### config.mk
export PLATFORM = sky130hd
export DESIGN_NAME = page_walker
export DESIGN_NICKNAME = d
export VERILOG_FILES = /design/src/hw/sv39_pkg.sv /design/src/hw/walk_pkg.sv /design/src/hw/walk_control.sv /design/src/hw/pte_addr_gen.sv /design/src/hw/pte_checker.sv /design/src/hw/page_walker.sv
export VERILOG_INCLUDE_DIRS = /design/src /design/src/hw
export SDC_FILE = /design/constraint.sdc
export NUM_CORES = 1
export LEC_CHECK = 0
export ABC_AREA = 1
export BUFFER_PORTS_ARGS = -buffer_cell sky130_fd_sc_hd__buf_2
export CAP_MARGIN = 20
export CORE_ASPECT_RATIO = 1.5
export CORE_MARGIN = 1
export CORE_UTILIZATION = 45
export CTS_BUF_LIST = sky130_fd_sc_hd__clkbuf_16
export CTS_CLUSTER_SIZE = 10
export DETAILED_ROUTE_END_ITERATION = 10
export PLACE_DENSITY = 0.87
export SETUP_SLACK_MARGIN = 0.02
export SYNTH_ARGS = -nofsm -noshare
export SYNTH_HDL_FRONTEND = slang
export SYNTH_SLANG_ARGS = --single-unit
### constraint.sdc
create_clock -name clock -period 2.1 [get_ports clock]
set_clock_uncertainty 0.2 [all_clocks]
set_input_delay 0.21 -clock clock [delete_from_list [all_inputs] [get_ports clock]]
set_output_delay 0.21 -clock clock [all_outputs]
set_load 0.01 [all_outputs]
### src/hw/ptw_defs.svh
// widths and PTE bit positions for the Sv39 page table walker
// include wherever a width or a flag index is needed

`ifndef PTW_DEFS_SVH
`define PTW_DEFS_SVH

// ------------------------------
// address and field widths
// ------------------------------
`define VADDR_W 39
`define PADDR_W 56
`define PPN_W 44
`define VPN_W 9
`define OFFSET_W 12
`define PTE_WIDTH 64
`define ID_W 4

// ------------------------------
// PTE layout
// ------------------------------
// flag bits, RSW/D/A/G/U are not looked at
`define PTE_V 0
`define PTE_R 1
`define PTE_W 2
`define PTE_X 3
`define PTE_PPN_LSB 10
// 8-byte entries
`define PTE_ENTRY_SHIFT 3

`endif

### src/hw/sv39_pkg.sv
// vector types for Sv39 addresses and page table entries
// import where an address, PTE or request id crosses a port

`include "ptw_defs.svh"

package sv39_pkg;

  // ------------------------------
  // addresses
  // ------------------------------
  // 39-bit virtual address, vpn2 | vpn1 | vpn0 | offset
  typedef logic [`VADDR_W-1:0] vaddr_t;

  // 56-bit physical address
  typedef logic [`PADDR_W-1:0] paddr_t;

  // full physical page number, ppn2 is 26 bits
  typedef logic [`PPN_W-1:0] ppn_t;

  // one of the three vpn fields
  typedef logic [`VPN_W-1:0] vpn_t;

  // offset inside a 4 KiB page
  typedef logic [`OFFSET_W-1:0] offset_t;

  // ------------------------------
  // entries and ids
  // ------------------------------
  // raw PTE as read from memory
  typedef logic [`PTE_WIDTH-1:0] pte_t;

  // tag returned with the result
  typedef logic [`ID_W-1:0] req_id_t;

endpackage

### src/hw/walk_pkg.sv
// types shared by the walk FSM and the PTE datapath
// import where the walk state, the level or a PTE class is used

package walk_pkg;

  // idle until a request, issue waits on noroom, wait_res waits on the read
  typedef enum logic [1:0] {
    idle,
    issue,
    wait_res
  } walk_state_e;

  // current level, 2 is the root, 0 the 4 KiB level
  typedef logic [1:0] level_t;

  // outcome of checking one entry
  typedef enum logic [1:0] {
    pte_fault,
    pte_leaf,
    pte_next
  } pte_class_e;

endpackage

### src/hw/walk_control.sv
// walk FSM, sequences levels 2 to 0 and issues one read per level
// ends the walk on a leaf or a fault reported by pte_checker
`timescale 1ns/10ps

module walk_control
  import walk_pkg::*;
(
  input  logic       clock,
  input  logic       reset,
  input  logic       req_valid,
  input  logic       mem_noroom,
  input  logic       mem_res_valid,
  input  pte_class_e pte_class,
  output logic       busy,
  output logic       load_root,
  output logic       load_next,
  output level_t     level,
  output logic       mem_req_valid,
  output logic       res_valid,
  output logic       res_page_fault
);

  walk_state_e state;
  walk_state_e state_next;

  logic accept;
  logic launch;
  logic pte_back;
  logic walk_done;

  // ------------------------------
  // handshake decode
  // ------------------------------
  // busy is low only while idle
  assign accept = req_valid && !busy;

  // read goes out only when the port has room
  assign launch = (state == issue) && !mem_noroom;

  // entry returned for the level in flight
  assign pte_back = (state == wait_res) && mem_res_valid;

  // leaf or fault ends the walk
  assign walk_done = pte_back && (pte_class != pte_next);

  assign load_root = accept;
  assign load_next = pte_back && (pte_class == pte_next);

  // result in the same cycle as the last response
  assign res_valid = walk_done;
  assign res_page_fault = walk_done && (pte_class == pte_fault);

  // ------------------------------
  // next state
  // ------------------------------
  always_comb begin
    state_next = state;
    case (state)
      idle: begin
        if (accept) begin
          state_next = issue;
        end
      end
      issue: begin
        if (launch) begin
          state_next = wait_res;
        end
      end
      wait_res: begin
        if (load_next) begin
          state_next = issue;
        end else if (walk_done) begin
          state_next = idle;
        end
      end
      default: begin
        state_next = idle;
      end
    endcase
  end

  // ------------------------------
  // state, level, busy, read strobe
  // ------------------------------
  always_ff @(posedge clock or posedge reset) begin
    if (reset) begin
      state <= idle;
      level <= '0;
      busy <= 1'b0;
      mem_req_valid <= 1'b0;
    end else begin
      state <= state_next;
      // one-cycle strobe after launch
      mem_req_valid <= launch;
      // walk starts at the root level
      if (load_root) begin
        level <= level_t'(2);
      end else if (load_next) begin
        level <= level - 1'b1;
      end
      // high the cycle after accept, low the cycle after the result
      if (accept) begin
        busy <= 1'b1;
      end else if (walk_done) begin
        busy <= 1'b0;
      end
    end
  end

endmodule

### src/hw/pte_addr_gen.sv
// holds the request fields and the address of the next PTE to read
// root entry on load_root, next-level entry on load_next
`timescale 1ns/10ps

`include "ptw_defs.svh"

module pte_addr_gen
  import sv39_pkg::*;
  import walk_pkg::*;
(
  input  logic    clock,
  input  logic    reset,
  input  logic    load_root,
  input  logic    load_next,
  input  level_t  level,
  input  vaddr_t  req_vaddr,
  input  ppn_t    req_root_ppn,
  input  req_id_t req_id,
  input  pte_t    mem_res_data,
  output paddr_t  pte_paddr,
  output vpn_t    vpn1,
  output vpn_t    vpn0,
  output offset_t offset,
  output req_id_t id
);

  vpn_t root_vpn;
  vpn_t next_vpn;
  ppn_t pte_ppn;

  // ------------------------------
  // address pieces
  // ------------------------------
  // vpn2 is only needed for the root read
  assign root_vpn = req_vaddr[`OFFSET_W + 2 * `VPN_W +: `VPN_W];

  // pointer at level 2 leads to vpn1, at level 1 to vpn0
  assign next_vpn = (level == level_t'(2)) ? vpn1 : vpn0;

  // ppn2..ppn0 of the returned pointer
  assign pte_ppn = mem_res_data[`PTE_PPN_LSB +: `PPN_W];

  // entry address is page base plus vpn times 8
  always_ff @(posedge clock or posedge reset) begin
    if (reset) begin
      pte_paddr <= '0;
    end else if (load_root) begin
      pte_paddr <= {req_root_ppn, root_vpn, {`PTE_ENTRY_SHIFT{1'b0}}};
    end else if (load_next) begin
      pte_paddr <= {pte_ppn, next_vpn, {`PTE_ENTRY_SHIFT{1'b0}}};
    end
  end

  // request fields kept for the whole walk
  always_ff @(posedge clock) begin
    if (load_root) begin
      vpn1 <= req_vaddr[`OFFSET_W + `VPN_W +: `VPN_W];
      vpn0 <= req_vaddr[`OFFSET_W +: `VPN_W];
      offset <= req_vaddr[`OFFSET_W-1:0];
      id <= req_id;
    end
  end

endmodule

### src/hw/pte_checker.sv
// classifies the returned PTE as fault, leaf or pointer
// and builds the leaf physical address for the current level
`timescale 1ns/10ps

`include "ptw_defs.svh"

module pte_checker
  import sv39_pkg::*;
  import walk_pkg::*;
(
  input  pte_t       mem_res_data,
  input  level_t     level,
  input  vpn_t       vpn1,
  input  vpn_t       vpn0,
  input  offset_t    offset,
  output pte_class_e pte_class,
  output paddr_t     leaf_paddr
);

  logic pte_v;
  logic pte_r;
  logic pte_w;
  logic pte_x;
  ppn_t pte_ppn;

  assign pte_v = mem_res_data[`PTE_V];
  assign pte_r = mem_res_data[`PTE_R];
  assign pte_w = mem_res_data[`PTE_W];
  assign pte_x = mem_res_data[`PTE_X];
  assign pte_ppn = mem_res_data[`PTE_PPN_LSB +: `PPN_W];

  // ------------------------------
  // entry class
  // ------------------------------
  always_comb begin
    if (!pte_v || (pte_w && !pte_r)) begin
      // invalid, or write without read
      pte_class = pte_fault;
    end else if (pte_r || pte_x) begin
      pte_class = pte_leaf;
    end else if (level == level_t'(0)) begin
      // no level below 0
      pte_class = pte_fault;
    end else begin
      pte_class = pte_next;
    end
  end

  // ------------------------------
  // leaf address
  // ------------------------------
  // low ppn fields come from the vaddr on superpages
  always_comb begin
    case (level)
      level_t'(2): leaf_paddr = {pte_ppn[`PPN_W-1:2*`VPN_W], vpn1, vpn0, offset};
      level_t'(1): leaf_paddr = {pte_ppn[`PPN_W-1:`VPN_W], vpn0, offset};
      default: leaf_paddr = {pte_ppn, offset};
    endcase
  end

endmodule

### src/hw/page_walker.sv
// Sv39 page table walker top, one request at a time
// request side uses valid/busy, memory side valid/noroom
`timescale 1ns/10ps

module page_walker
  import sv39_pkg::*;
  import walk_pkg::*;
(
  input  logic    clock,
  input  logic    reset,
  // translation request
  input  logic    req_valid,
  input  vaddr_t  req_vaddr,
  input  ppn_t    req_root_ppn,
  input  req_id_t req_id,
  output logic    busy,
  // PTE read port
  output logic    mem_req_valid,
  output paddr_t  mem_req_paddr,
  input  logic    mem_noroom,
  input  logic    mem_res_valid,
  input  pte_t    mem_res_data,
  // translation result
  output logic    res_valid,
  output req_id_t res_id,
  output paddr_t  res_paddr,
  output logic    res_page_fault
);

  logic       load_root;
  logic       load_next;
  level_t     level;
  pte_class_e pte_class;
  paddr_t     pte_paddr;
  paddr_t     leaf_paddr;
  vpn_t       vpn1;
  vpn_t       vpn0;
  offset_t    offset;
  req_id_t    id;

  walk_control u_walk_control (
    .clock          (clock),
    .reset          (reset),
    .req_valid      (req_valid),
    .mem_noroom     (mem_noroom),
    .mem_res_valid  (mem_res_valid),
    .pte_class      (pte_class),
    .busy           (busy),
    .load_root      (load_root),
    .load_next      (load_next),
    .level          (level),
    .mem_req_valid  (mem_req_valid),
    .res_valid      (res_valid),
    .res_page_fault (res_page_fault)
  );

  pte_addr_gen u_pte_addr_gen (
    .clock        (clock),
    .reset        (reset),
    .load_root    (load_root),
    .load_next    (load_next),
    .level        (level),
    .req_vaddr    (req_vaddr),
    .req_root_ppn (req_root_ppn),
    .req_id       (req_id),
    .mem_res_data (mem_res_data),
    .pte_paddr    (pte_paddr),
    .vpn1         (vpn1),
    .vpn0         (vpn0),
    .offset       (offset),
    .id           (id)
  );

  pte_checker u_pte_checker (
    .mem_res_data (mem_res_data),
    .level        (level),
    .vpn1         (vpn1),
    .vpn0         (vpn0),
    .offset       (offset),
    .pte_class    (pte_class),
    .leaf_paddr   (leaf_paddr)
  );

  // entry address is already a register
  assign mem_req_paddr = pte_paddr;
  assign res_id = id;
  // no address on a fault
  assign res_paddr = res_page_fault ? '0 : leaf_paddr;

endmodule

# == After elaboration in Yosys (flattened, before gate mapping) ==
# Index checks and enable logic that the tools add are counted.
# totals
elab_cells,55
out_inout_bits,120
register_bits,96
# classes
eq_ne,9
mux,17
add_sub_neg,1
reduce_logical,19
# ops
operator,n
$mux W56,3
$pmux W30 S2,1
$mux W2,9
$mux W9,1
$logic_and A1 B1 Y1,7
$eq A2 B2 Y1 const B,3
$logic_not A2 Y1,3
$pmux W2 S3,1
$eq A2 B1 Y1 const B,2
$logic_not A1 Y1,4
$ne A2 B2 Y1 const B,2
$reduce_bool A2 Y1,2
$ne A3 B2 Y1 const B,1
$reduce_and A3 Y1,1
$logic_or A1 B1 Y1,2
$mux W1,2
$ne A2 B1 Y1 const B,1
$sub A2 B1 Y2 const B,1

# == Longest topological paths before layout ==
# Gate-level depths: netlist of the first run.
# depth
word_depth,9
ltp_mapped,10
ltp_nobuf,8

# == Modules after synthesis ==
# A second synthesis of the first run with hierarchy kept.
# hier_totals
cells_unflattened,625
hier_area_um2,4926.0
# modules_own_cells
mod,seq_area_each_um2,n_inst,area_each_um2,cells_each
pte_addr_gen,2347.3,1,3477.1,347
pte_checker,0.0,1,618.1,112
page_walker,0.0,1,481.7,118
walk_control,150.1,1,349.1,48

# == Worst setup path before layout of the first run ==
# Ideal clock, no wire load.
# synth_path
kind,reg-to-output
start,register u_walk_control.level[0]
end,output port res_paddr[27]
arrival_time_ns,1.473
stages_incl_launch_ff,8
slack_ns,0.217
path_cell_list,dfrtp_1 inv_1 ha_1 clkinv_1 clkbuf_1 o22ai_1 nand2_1 inv_1
# synth_between
elab_chain_len,8
elab_cells_between_ends,12
cone_classes,eq/ne (3); mux (5); reduce/logical (4)
# synth_rtl
item,line_no,text
from (decl),walk_control.sv:17,"output level_t level,"
from (signal assigned),walk_control.sv:97,level <= level_t'(2);
from (signal assigned),walk_control.sv:99,level <= level - 1'b1;
$logic_not A2 Y1,pte_checker.sv:41,end else if (level == level_t'(0)) begin
$mux W2,pte_checker.sv:41,
$mux W2,pte_checker.sv:39,end else if (pte_r || pte_x) begin
$mux W2,pte_checker.sv:36,if (!pte_v || (pte_w && !pte_r)) begin
$ne A2 B2 Y1,walk_control.sv:44,assign walk_done = pte_back && (pte_class != pte_next);
$logic_and A1 B1 Y1,walk_control.sv:44,
$logic_and A1 B1 Y1,walk_control.sv:51,assign res_page_fault = walk_done && (pte_class == pte_fault);
$mux W56 (*),page_walker.sv:88,assign res_paddr = res_page_fault ? '0 : leaf_paddr;
to (decl),page_walker.sv:26,"output paddr_t res_paddr,"
# Every way passes the cells marked *; elsewhere a longest branch is shown, timed or not.

# == Worst setup path after layout of the first run ==
# layout_path
start,register u_walk_control.level[1]
end,output port res_paddr[21]
# Same word-level chain as after synthesis.

==> reports/results.tsv, run 1 <==
metric	value	unit
max_cap viols	0	
TritonRoute pass-1 iters	5	
multi-input logic area	2340	sq um
crit path launch type	flip-flop	
overall fraction of global-route tracks in use	0.336	
chip height	132	um
CP required	1690	ps
register bit total from synthesis	93	
worst-path maximum fanout	18	
CP Data Arrival Time	1830	ps
global-route wire length before repair	29600	um
port buffer count	256	
R2R Setup Slk	130	ps
detailed-route DRC error count	0	
fmax	447	MHz
final slew viol count	0	
FF-to-FF Start	u_walk_control.level[1]	
status	complete, but fails checks	
drt initial violations	537	
cell area power density	1180	nW/um^2
Rows	47	
failing checks	setup timing	
CTS buffer count	9	
FF+latch area	2500	sq um
dpl hpwl	10700	um
post-synthesis cell area	5090	sq um
Design Power	10.1	mW
# IOs	276	
FF-to-FF End	u_pte_addr_gen.pte_paddr[27]	
Critical Path End Type	output pin	
CTS Buffer Depth	2	
Root Buffer	clkbuf_16	
Max H-tree Level	3	
Vias per Instance	5.37	
Area Overhead vs Synth	68.5	%
Fin. Hold Viols	0	
final worst slack	-138	ps
register area share after synthesis	0.490	
RePlAce Congestion	0.927	
Worst Setup SP	u_walk_control.level[1]	
WL final	21800	um
post-route cell area	8580	sq um
crit path to	res_paddr[21]	
library cells used by synthesis	24	
clock latency on the worst-skew pair	330	ps
vias	6351	
peak supply drop	1.01	mV
Ys Warns	0	
crit path kind	reg -> out	
Post-Syn Area per Cell	7.50	sq um
die area	11800	sq um
CTS tree	done	
pin count of the biggest net entering global routing	101	
Pleak	4.74	nW
Horiz. Die Dim	88.9	um
Clk pin slew, worst setup/hold paths	70	ps
clk sink count	93	
slew margin rel.	0.608	
Post-DP Area	6440	sq um
Final Core Density	0.776	
antenna violations before repair	1	
starting utilization of the core area	0.461	
post-layout min period	2240	ps
ratio of cells with drive above 1 in the final layout	0.410	
worst slew pin tran	587	ps
Tcrit/Tclk final	1.07	
drt wl/cell	18.4	um
nets@finish	1188	
final setup fails	56	
worst r2r path cells	9	
Hold Crit Class	in -> reg	
vias in the first global route	6147	
RSZ-0062 raised after global routing	true	
Cells after Synth	679	
core region area	11100	sq um
hold depth	5	
Layout fillers	627	
Antenna Violating Nets Remaining	0	
total congestion overflow	0	
sequential cells by signal, summed over array words and instances (netlist names):
register                      count
u_pte_addr_gen.pte_paddr         53
u_pte_addr_gen.offset            12
u_pte_addr_gen.vpn0               9
u_pte_addr_gen.vpn1               9
u_pte_addr_gen.id                 4
u_walk_control.level              2
u_walk_control.state              2
u_walk_control.busy               1
u_walk_control.mem_req_valid      1
worst max-delay path, stage by stage, from the launching register on:
cell     delay [ps]
dfrtp_1         370
buf_4           130
ha_2            230
buf_12          160
nand2_1         130
o22ai_2         250
nand2_4          70
inv_2            50
buf_6            90
where the power goes:
part | switching [mW] | internal, mW | total (mW)
registers | 0.364 | 2.52 | 2.88
logic | 3.29 | 2.33 | 5.62
clock network | 0.703 | 0.918 | 1.62
total | 4.35 | 5.77 | 10.1
worst min path at each step:
stage / from / to / slack (ps)
after global routing: req_root_ppn[17] / u_pte_addr_gen.pte_paddr[29] / 20
after detailed placement: reset / u_pte_addr_gen.pte_paddr[12] / 100
final: req_root_ppn[17] / u_pte_addr_gen.pte_paddr[29] / 5
after global placement: reset / u_pte_addr_gen.pte_paddr[51] / 100
after CTS: req_root_ppn[3] / u_pte_addr_gen.pte_paddr[15] / 2
after floorplan: mem_noroom / u_walk_control.mem_req_valid / 80
cells in the mapped netlist:
cell / number / area, sq um
nand2_1: 339 / 1270
inv_1: 66 / 248
dfrtp_1: 59 / 1480
nand3_1: 56 / 280
edfxtp_1: 34 / 1020
o21ai_0: 23 / 115
inv_2: 22 / 82.6
buf_6: 13 / 146
nand3_2: 12 / 120
buf_2: 10 / 50.1
o22ai_1: 9 / 56.3
buf_4: 8 / 60.1
clkbuf_1: 7 / 26.3
buf_1: 4 / 15.0
nor2_1: 4 / 15.0
ha_1: 3 / 37.5
nor2_2: 3 / 18.8
a21boi_2: 1 / 11.3
clkinv_1: 1 / 3.75
conb_1: 1 / 3.75
nand2_2: 1 / 6.26
nand2_4: 1 / 11.3
nor2_4: 1 / 11.3
or2_2: 1 / 6.26
what timing repair did:
item,CTS,global route
resized for setup,89,89
hold buffers,93,0
cloned,5,2
endpoints found under the hold margin,107,0
endpoints found under the setup margin,57,57
pin swaps,4,9
setup buffers,9,1
cell families (layout without fill, tap and decap cells):
group,after synthesis,in the layout,synth area share
AND/OR/NAND/NOR,418,419,0.342
buffers and inverters,131,483,0.124
flip-flops,93,93,0.490
AO/OA/AOI/OAI,33,33,0.0359
adder cells (fa/ha/maj),3,3,0.00737
other,1,4,0.000736
routing by layer:
| layer | part of all wire | wire, um | global-route usage |
|---|---|---|---|
| met4 | 0.085 | 1850 | 0.257 |
| met3 | 0.084 | 1830 | 0.0701 |
| met2 | 0.52 | 11300 | 0.594 |
| met5 | 0 | 0 | 0 |
| met1 | 0.31 | 6850 | 0.329 |
metrics by stage:
step / worst slack, ps / hold slack [ps] / TNS (ps) / std cells
2_1_floorplan: 217 / 76.4 / 0 / 681
3_3_place_gp: 162 / 97.5 / 0 / 1055
3_5_place_dp: 72.5 / 104 / 0 / 1055
4_1_cts: -67.4 / 1.57 / -1960 / 1178
5_1_grt: -203 / 22.1 / -8790 / 1182
6_report: -138 / 4.52 / -3950 / 1182
cell usage in the layout (no fill, tap or decap), types with 11 or more instances in the layout:
| master | count |
|---|---|
| clkbuf_16 | 11 |
| inv_2 | 46 |
| edfxtp_1 | 34 |
| nand3_2 | 13 |
| dfrtp_1 | 59 |
| buf_2 | 213 |
| o21ai_0 | 21 |
| nand2_4 | 33 |
| nand3_1 | 54 |
| inv_1 | 41 |
| buf_6 | 44 |
| buf_4 | 13 |
| dlygate4sd3_1 | 93 |
| nand2_2 | 17 |
| nand2_1 | 291 |
final cells by class:
type / count / share of cell area
antenna: 1 / 0.000292
sequential: 93 / 0.291
tap: 147 / 0.0214
clock inverter: 7 / 0.00758
clock buffer: 9 / 0.0262
timing repair buffer: 378 / 0.341
inverter: 89 / 0.0395
multi-input combinational: 458 / 0.273
Note: power is estimated with default switching activity, not from simulation.
==> run 2, diff against run 1 <==
--- a/config.mk
+++ b/config.mk
@@ -6,16 +6,14 @@
 export SDC_FILE = /design/constraint.sdc
 export NUM_CORES = 1
 export LEC_CHECK = 0
-export ABC_AREA = 1
 export BUFFER_PORTS_ARGS = -buffer_cell sky130_fd_sc_hd__buf_2
 export CAP_MARGIN = 20
-export CORE_ASPECT_RATIO = 1.5
 export CORE_MARGIN = 1
-export CORE_UTILIZATION = 45
+export CORE_UTILIZATION = 44
 export CTS_BUF_LIST = sky130_fd_sc_hd__clkbuf_16
 export CTS_CLUSTER_SIZE = 10
 export DETAILED_ROUTE_END_ITERATION = 10
-export PLACE_DENSITY = 0.87
+export PLACE_DENSITY = 0.86
 export SETUP_SLACK_MARGIN = 0.02
 export SYNTH_ARGS = -nofsm -noshare
 export SYNTH_HDL_FRONTEND = slang
==> run 2 against run 1 <==
  * The flow still finishes with violations (setup timing)
  * Non-clock buffer count increased by 62
  * Sequential share of layout area down 2.0 points
  * Routed wire length up 13%
  * Clock-buffer cell count did not move
  * Global-route usage rose by 4.4 points
  * Critical endpoint is now u_pte_addr_gen.pte_paddr[26]
==> reports/results.tsv, run 2 <==
metric	value	unit
multi-input logic area	2680	sq um
peak supply drop	0.828	mV
Synth top cells by count	nand2_1, o211ai_1, dfrtp_1	
library cells used by synthesis	34	
commonest non-fill, non-tap cell in the layout	buf_2	
fmax	407	MHz
Area Overhead vs Synth	92.0	%
Yosys top cell area share	0.307	
crit path kind	reg -> reg	
chip height	107	um
sequential share of power	0.312	
RePlAce Congestion	0.872	
CTS buffer count	9	
Placed Cells	845	
Layout fillers	436	
crit path launch type	flip-flop	
CP Data Arrival Time	2460	ps
RSZ-0062 raised after global routing	true	
port buffer count	256	
TritonRoute pass-1 iters	8	
post-synthesis cell area	4810	sq um
ratio of cells with drive above 1 in the final layout	0.471	
Clock power frac	0.190	
final worst slack	-356	ps
post-layout min period	2460	ps
register area share after synthesis	0.519	
CTS Buffer Depth	2	
worst slew pin tran	610	ps
die area	11300	sq um
starting utilization of the core area	0.460	
Horiz. Die Dim	107	um
drt wl/cell	24.2	um
core region area	10500	sq um
overall fraction of global-route tracks in use	0.380	
Post-synth EDFFs	34	
Pleak	4.10	nW
max_cap viols	0	
main flop type after synthesis	dfrtp_1	
clk sink count	93	
total congestion overflow	0	
Max H-tree Level	3	
vias	6425	
vias in the first global route	6145	
Fin. Hold Viols	0	
Async S/R FF share, synth	0.634	
Tcrit/Tclk final	1.17	
FF+latch area	2500	sq um
Critical Path End Type	flip-flop	
WL final	24700	um
Ys Warns	0	
pin count of the biggest net entering global routing	71	
sw frac	0.391	
Vias per Instance	6.29	
detailed-route DRC error count	0	
drt initial violations	852	
Reg with most FFs	u_pte_addr_gen.pte_paddr	
failing checks	setup timing	
register bit total from synthesis	93	
Root Buffer	clkbuf_16	
Pint	5.75	mW
slew margin rel.	0.594	
Clk pin slew, worst setup/hold paths	70	ps
Post-Syn Area per Cell	10.0	sq um
# IOs	276	
post-route cell area	9230	sq um
nets@finish	1038	
global-route wire length before repair	32500	um
CP required	2100	ps
Synth area leaders	dfrtp_1, edfxtp_1, o211ai_1	
final slew viol count	0	
biggest regs	u_pte_addr_gen.pte_paddr x53, u_pte_addr_gen.offset x12	
Hold Crit Class	in -> reg	
Post-DP Area	6330	sq um
pre-CTS setup slack	-128	ps
Antenna Violating Nets Remaining	0	
cell area power density	1020	nW/um^2
Rows	37	
antenna violations before repair	1	
Combinational Power Share	0.498	
Psw	3.70	mW
Cells after Synth	481	
status	complete, but fails checks	
worst-path maximum fanout	8	
clock latency on the worst-skew pair	350	ps
post-route insts no fill	1022	
Setup TNS	-24950	ps
dpl hpwl	11100	um
commonest non-fill, non-tap cells in the layout	buf_2, dlygate4sd3_1, nand2_1, o211ai_1, dfrtp_1	
CTS tree	done	
Design Power	9.45	mW
max FFs per register	53	
leading area contributor after synthesis	dfrtp_1	
final setup fails	113	
[run 2: worst paths after layout]
path / from / slack (ps) / cells past startpoint / end
max: u_walk_control.level[1] / -360 / 8 / u_pte_addr_gen.pte_paddr[26]
min: mem_res_data[25] / 4 / 3 / u_pte_addr_gen.pte_paddr[27]
max reg2reg: u_walk_control.level[1] / -360 / 8 / u_pte_addr_gen.pte_paddr[26]
min reg2reg: u_walk_control.state[1] / 340 / 1 / u_walk_control.mem_req_valid
max in group asynchronous: reset / 1060 / 4 / u_pte_addr_gen.pte_paddr[14]
min in group asynchronous: reset / 340 / 4 / u_pte_addr_gen.pte_paddr[26]
[run 2: what timing repair did]
item | 4_1_cts | 5_1_grt
cloned | 13 | 5
endpoints found under the hold margin | 148 | 0
setup endpoints to repair | 107 | 113
hold buffers | 130 | 0
buffers inserted | 10 | 6
pin swaps | 65 | 46
resized for setup | 137 | 54
[run 2: per-stage QoR]
stage | hold slack [ps] | util
floorplan | 87.1 | -
global placement | 102 | 0.605
detailed placement | 105 | 0.605
CTS | 0.514 | 0.841
global route | 9.06 | 0.882
finish | 4.34 | 0.882
[run 2: power by group through the flow]
stage	clock, mW	combinational, mW	sequential (mW)
floorplan	0	1.66	3.09
global placement	0	3.19	2.86
detailed placement	0	3.29	2.90
CTS	1.78	4.06	2.88
global route	1.88	4.92	2.98
finish	1.80	4.71	2.95
[run 2: area by class of cell]
type,instances,area share
repair buffers,440,0.383
multi-input cells,329,0.290
flip-flops and latches,93,0.271
clock buffers,9,0.0244
well taps,136,0.0184
clock inverters,7,0.0107
inverters,6,0.00258
diodes,2,0.000542
[run 2: critical path: stages, from the launching register on]
cell and delay (ps):
dfrtp_1 370, inv_2 60, ha_4 170, buf_4 130, or4_4 590, buf_12 180
buf_12 140, o211ai_1 290, o211ai_1 190
[run 2: logic make-up (layout without fill, tap and decap cells)]
family | count (synthesis) | after routing | synth area share
AO/OA/AOI/OAI | 190 | 190 | 0.289
adder cells (fa/ha/maj) | 3 | 3 | 0.00781
buffers and inverters | 64 | 462 | 0.0562
flip-flops | 93 | 93 | 0.519
multiplexers | 9 | 9 | 0.0187
other | 1 | 5 | 0.000780
AND/OR/NAND/NOR | 121 | 124 | 0.108
[run 2: metal layers]
layer | vias to the layer above | part of all wire | track usage
met5 | - | 0 | 0
met4 | 0 | 0.064 | 0.222
met3 | 160 | 0.10 | 0.0785
met2 | 598 | 0.49 | 0.674
met1 | 3066 | 0.34 | 0.420
li1 | 2601 | - | -
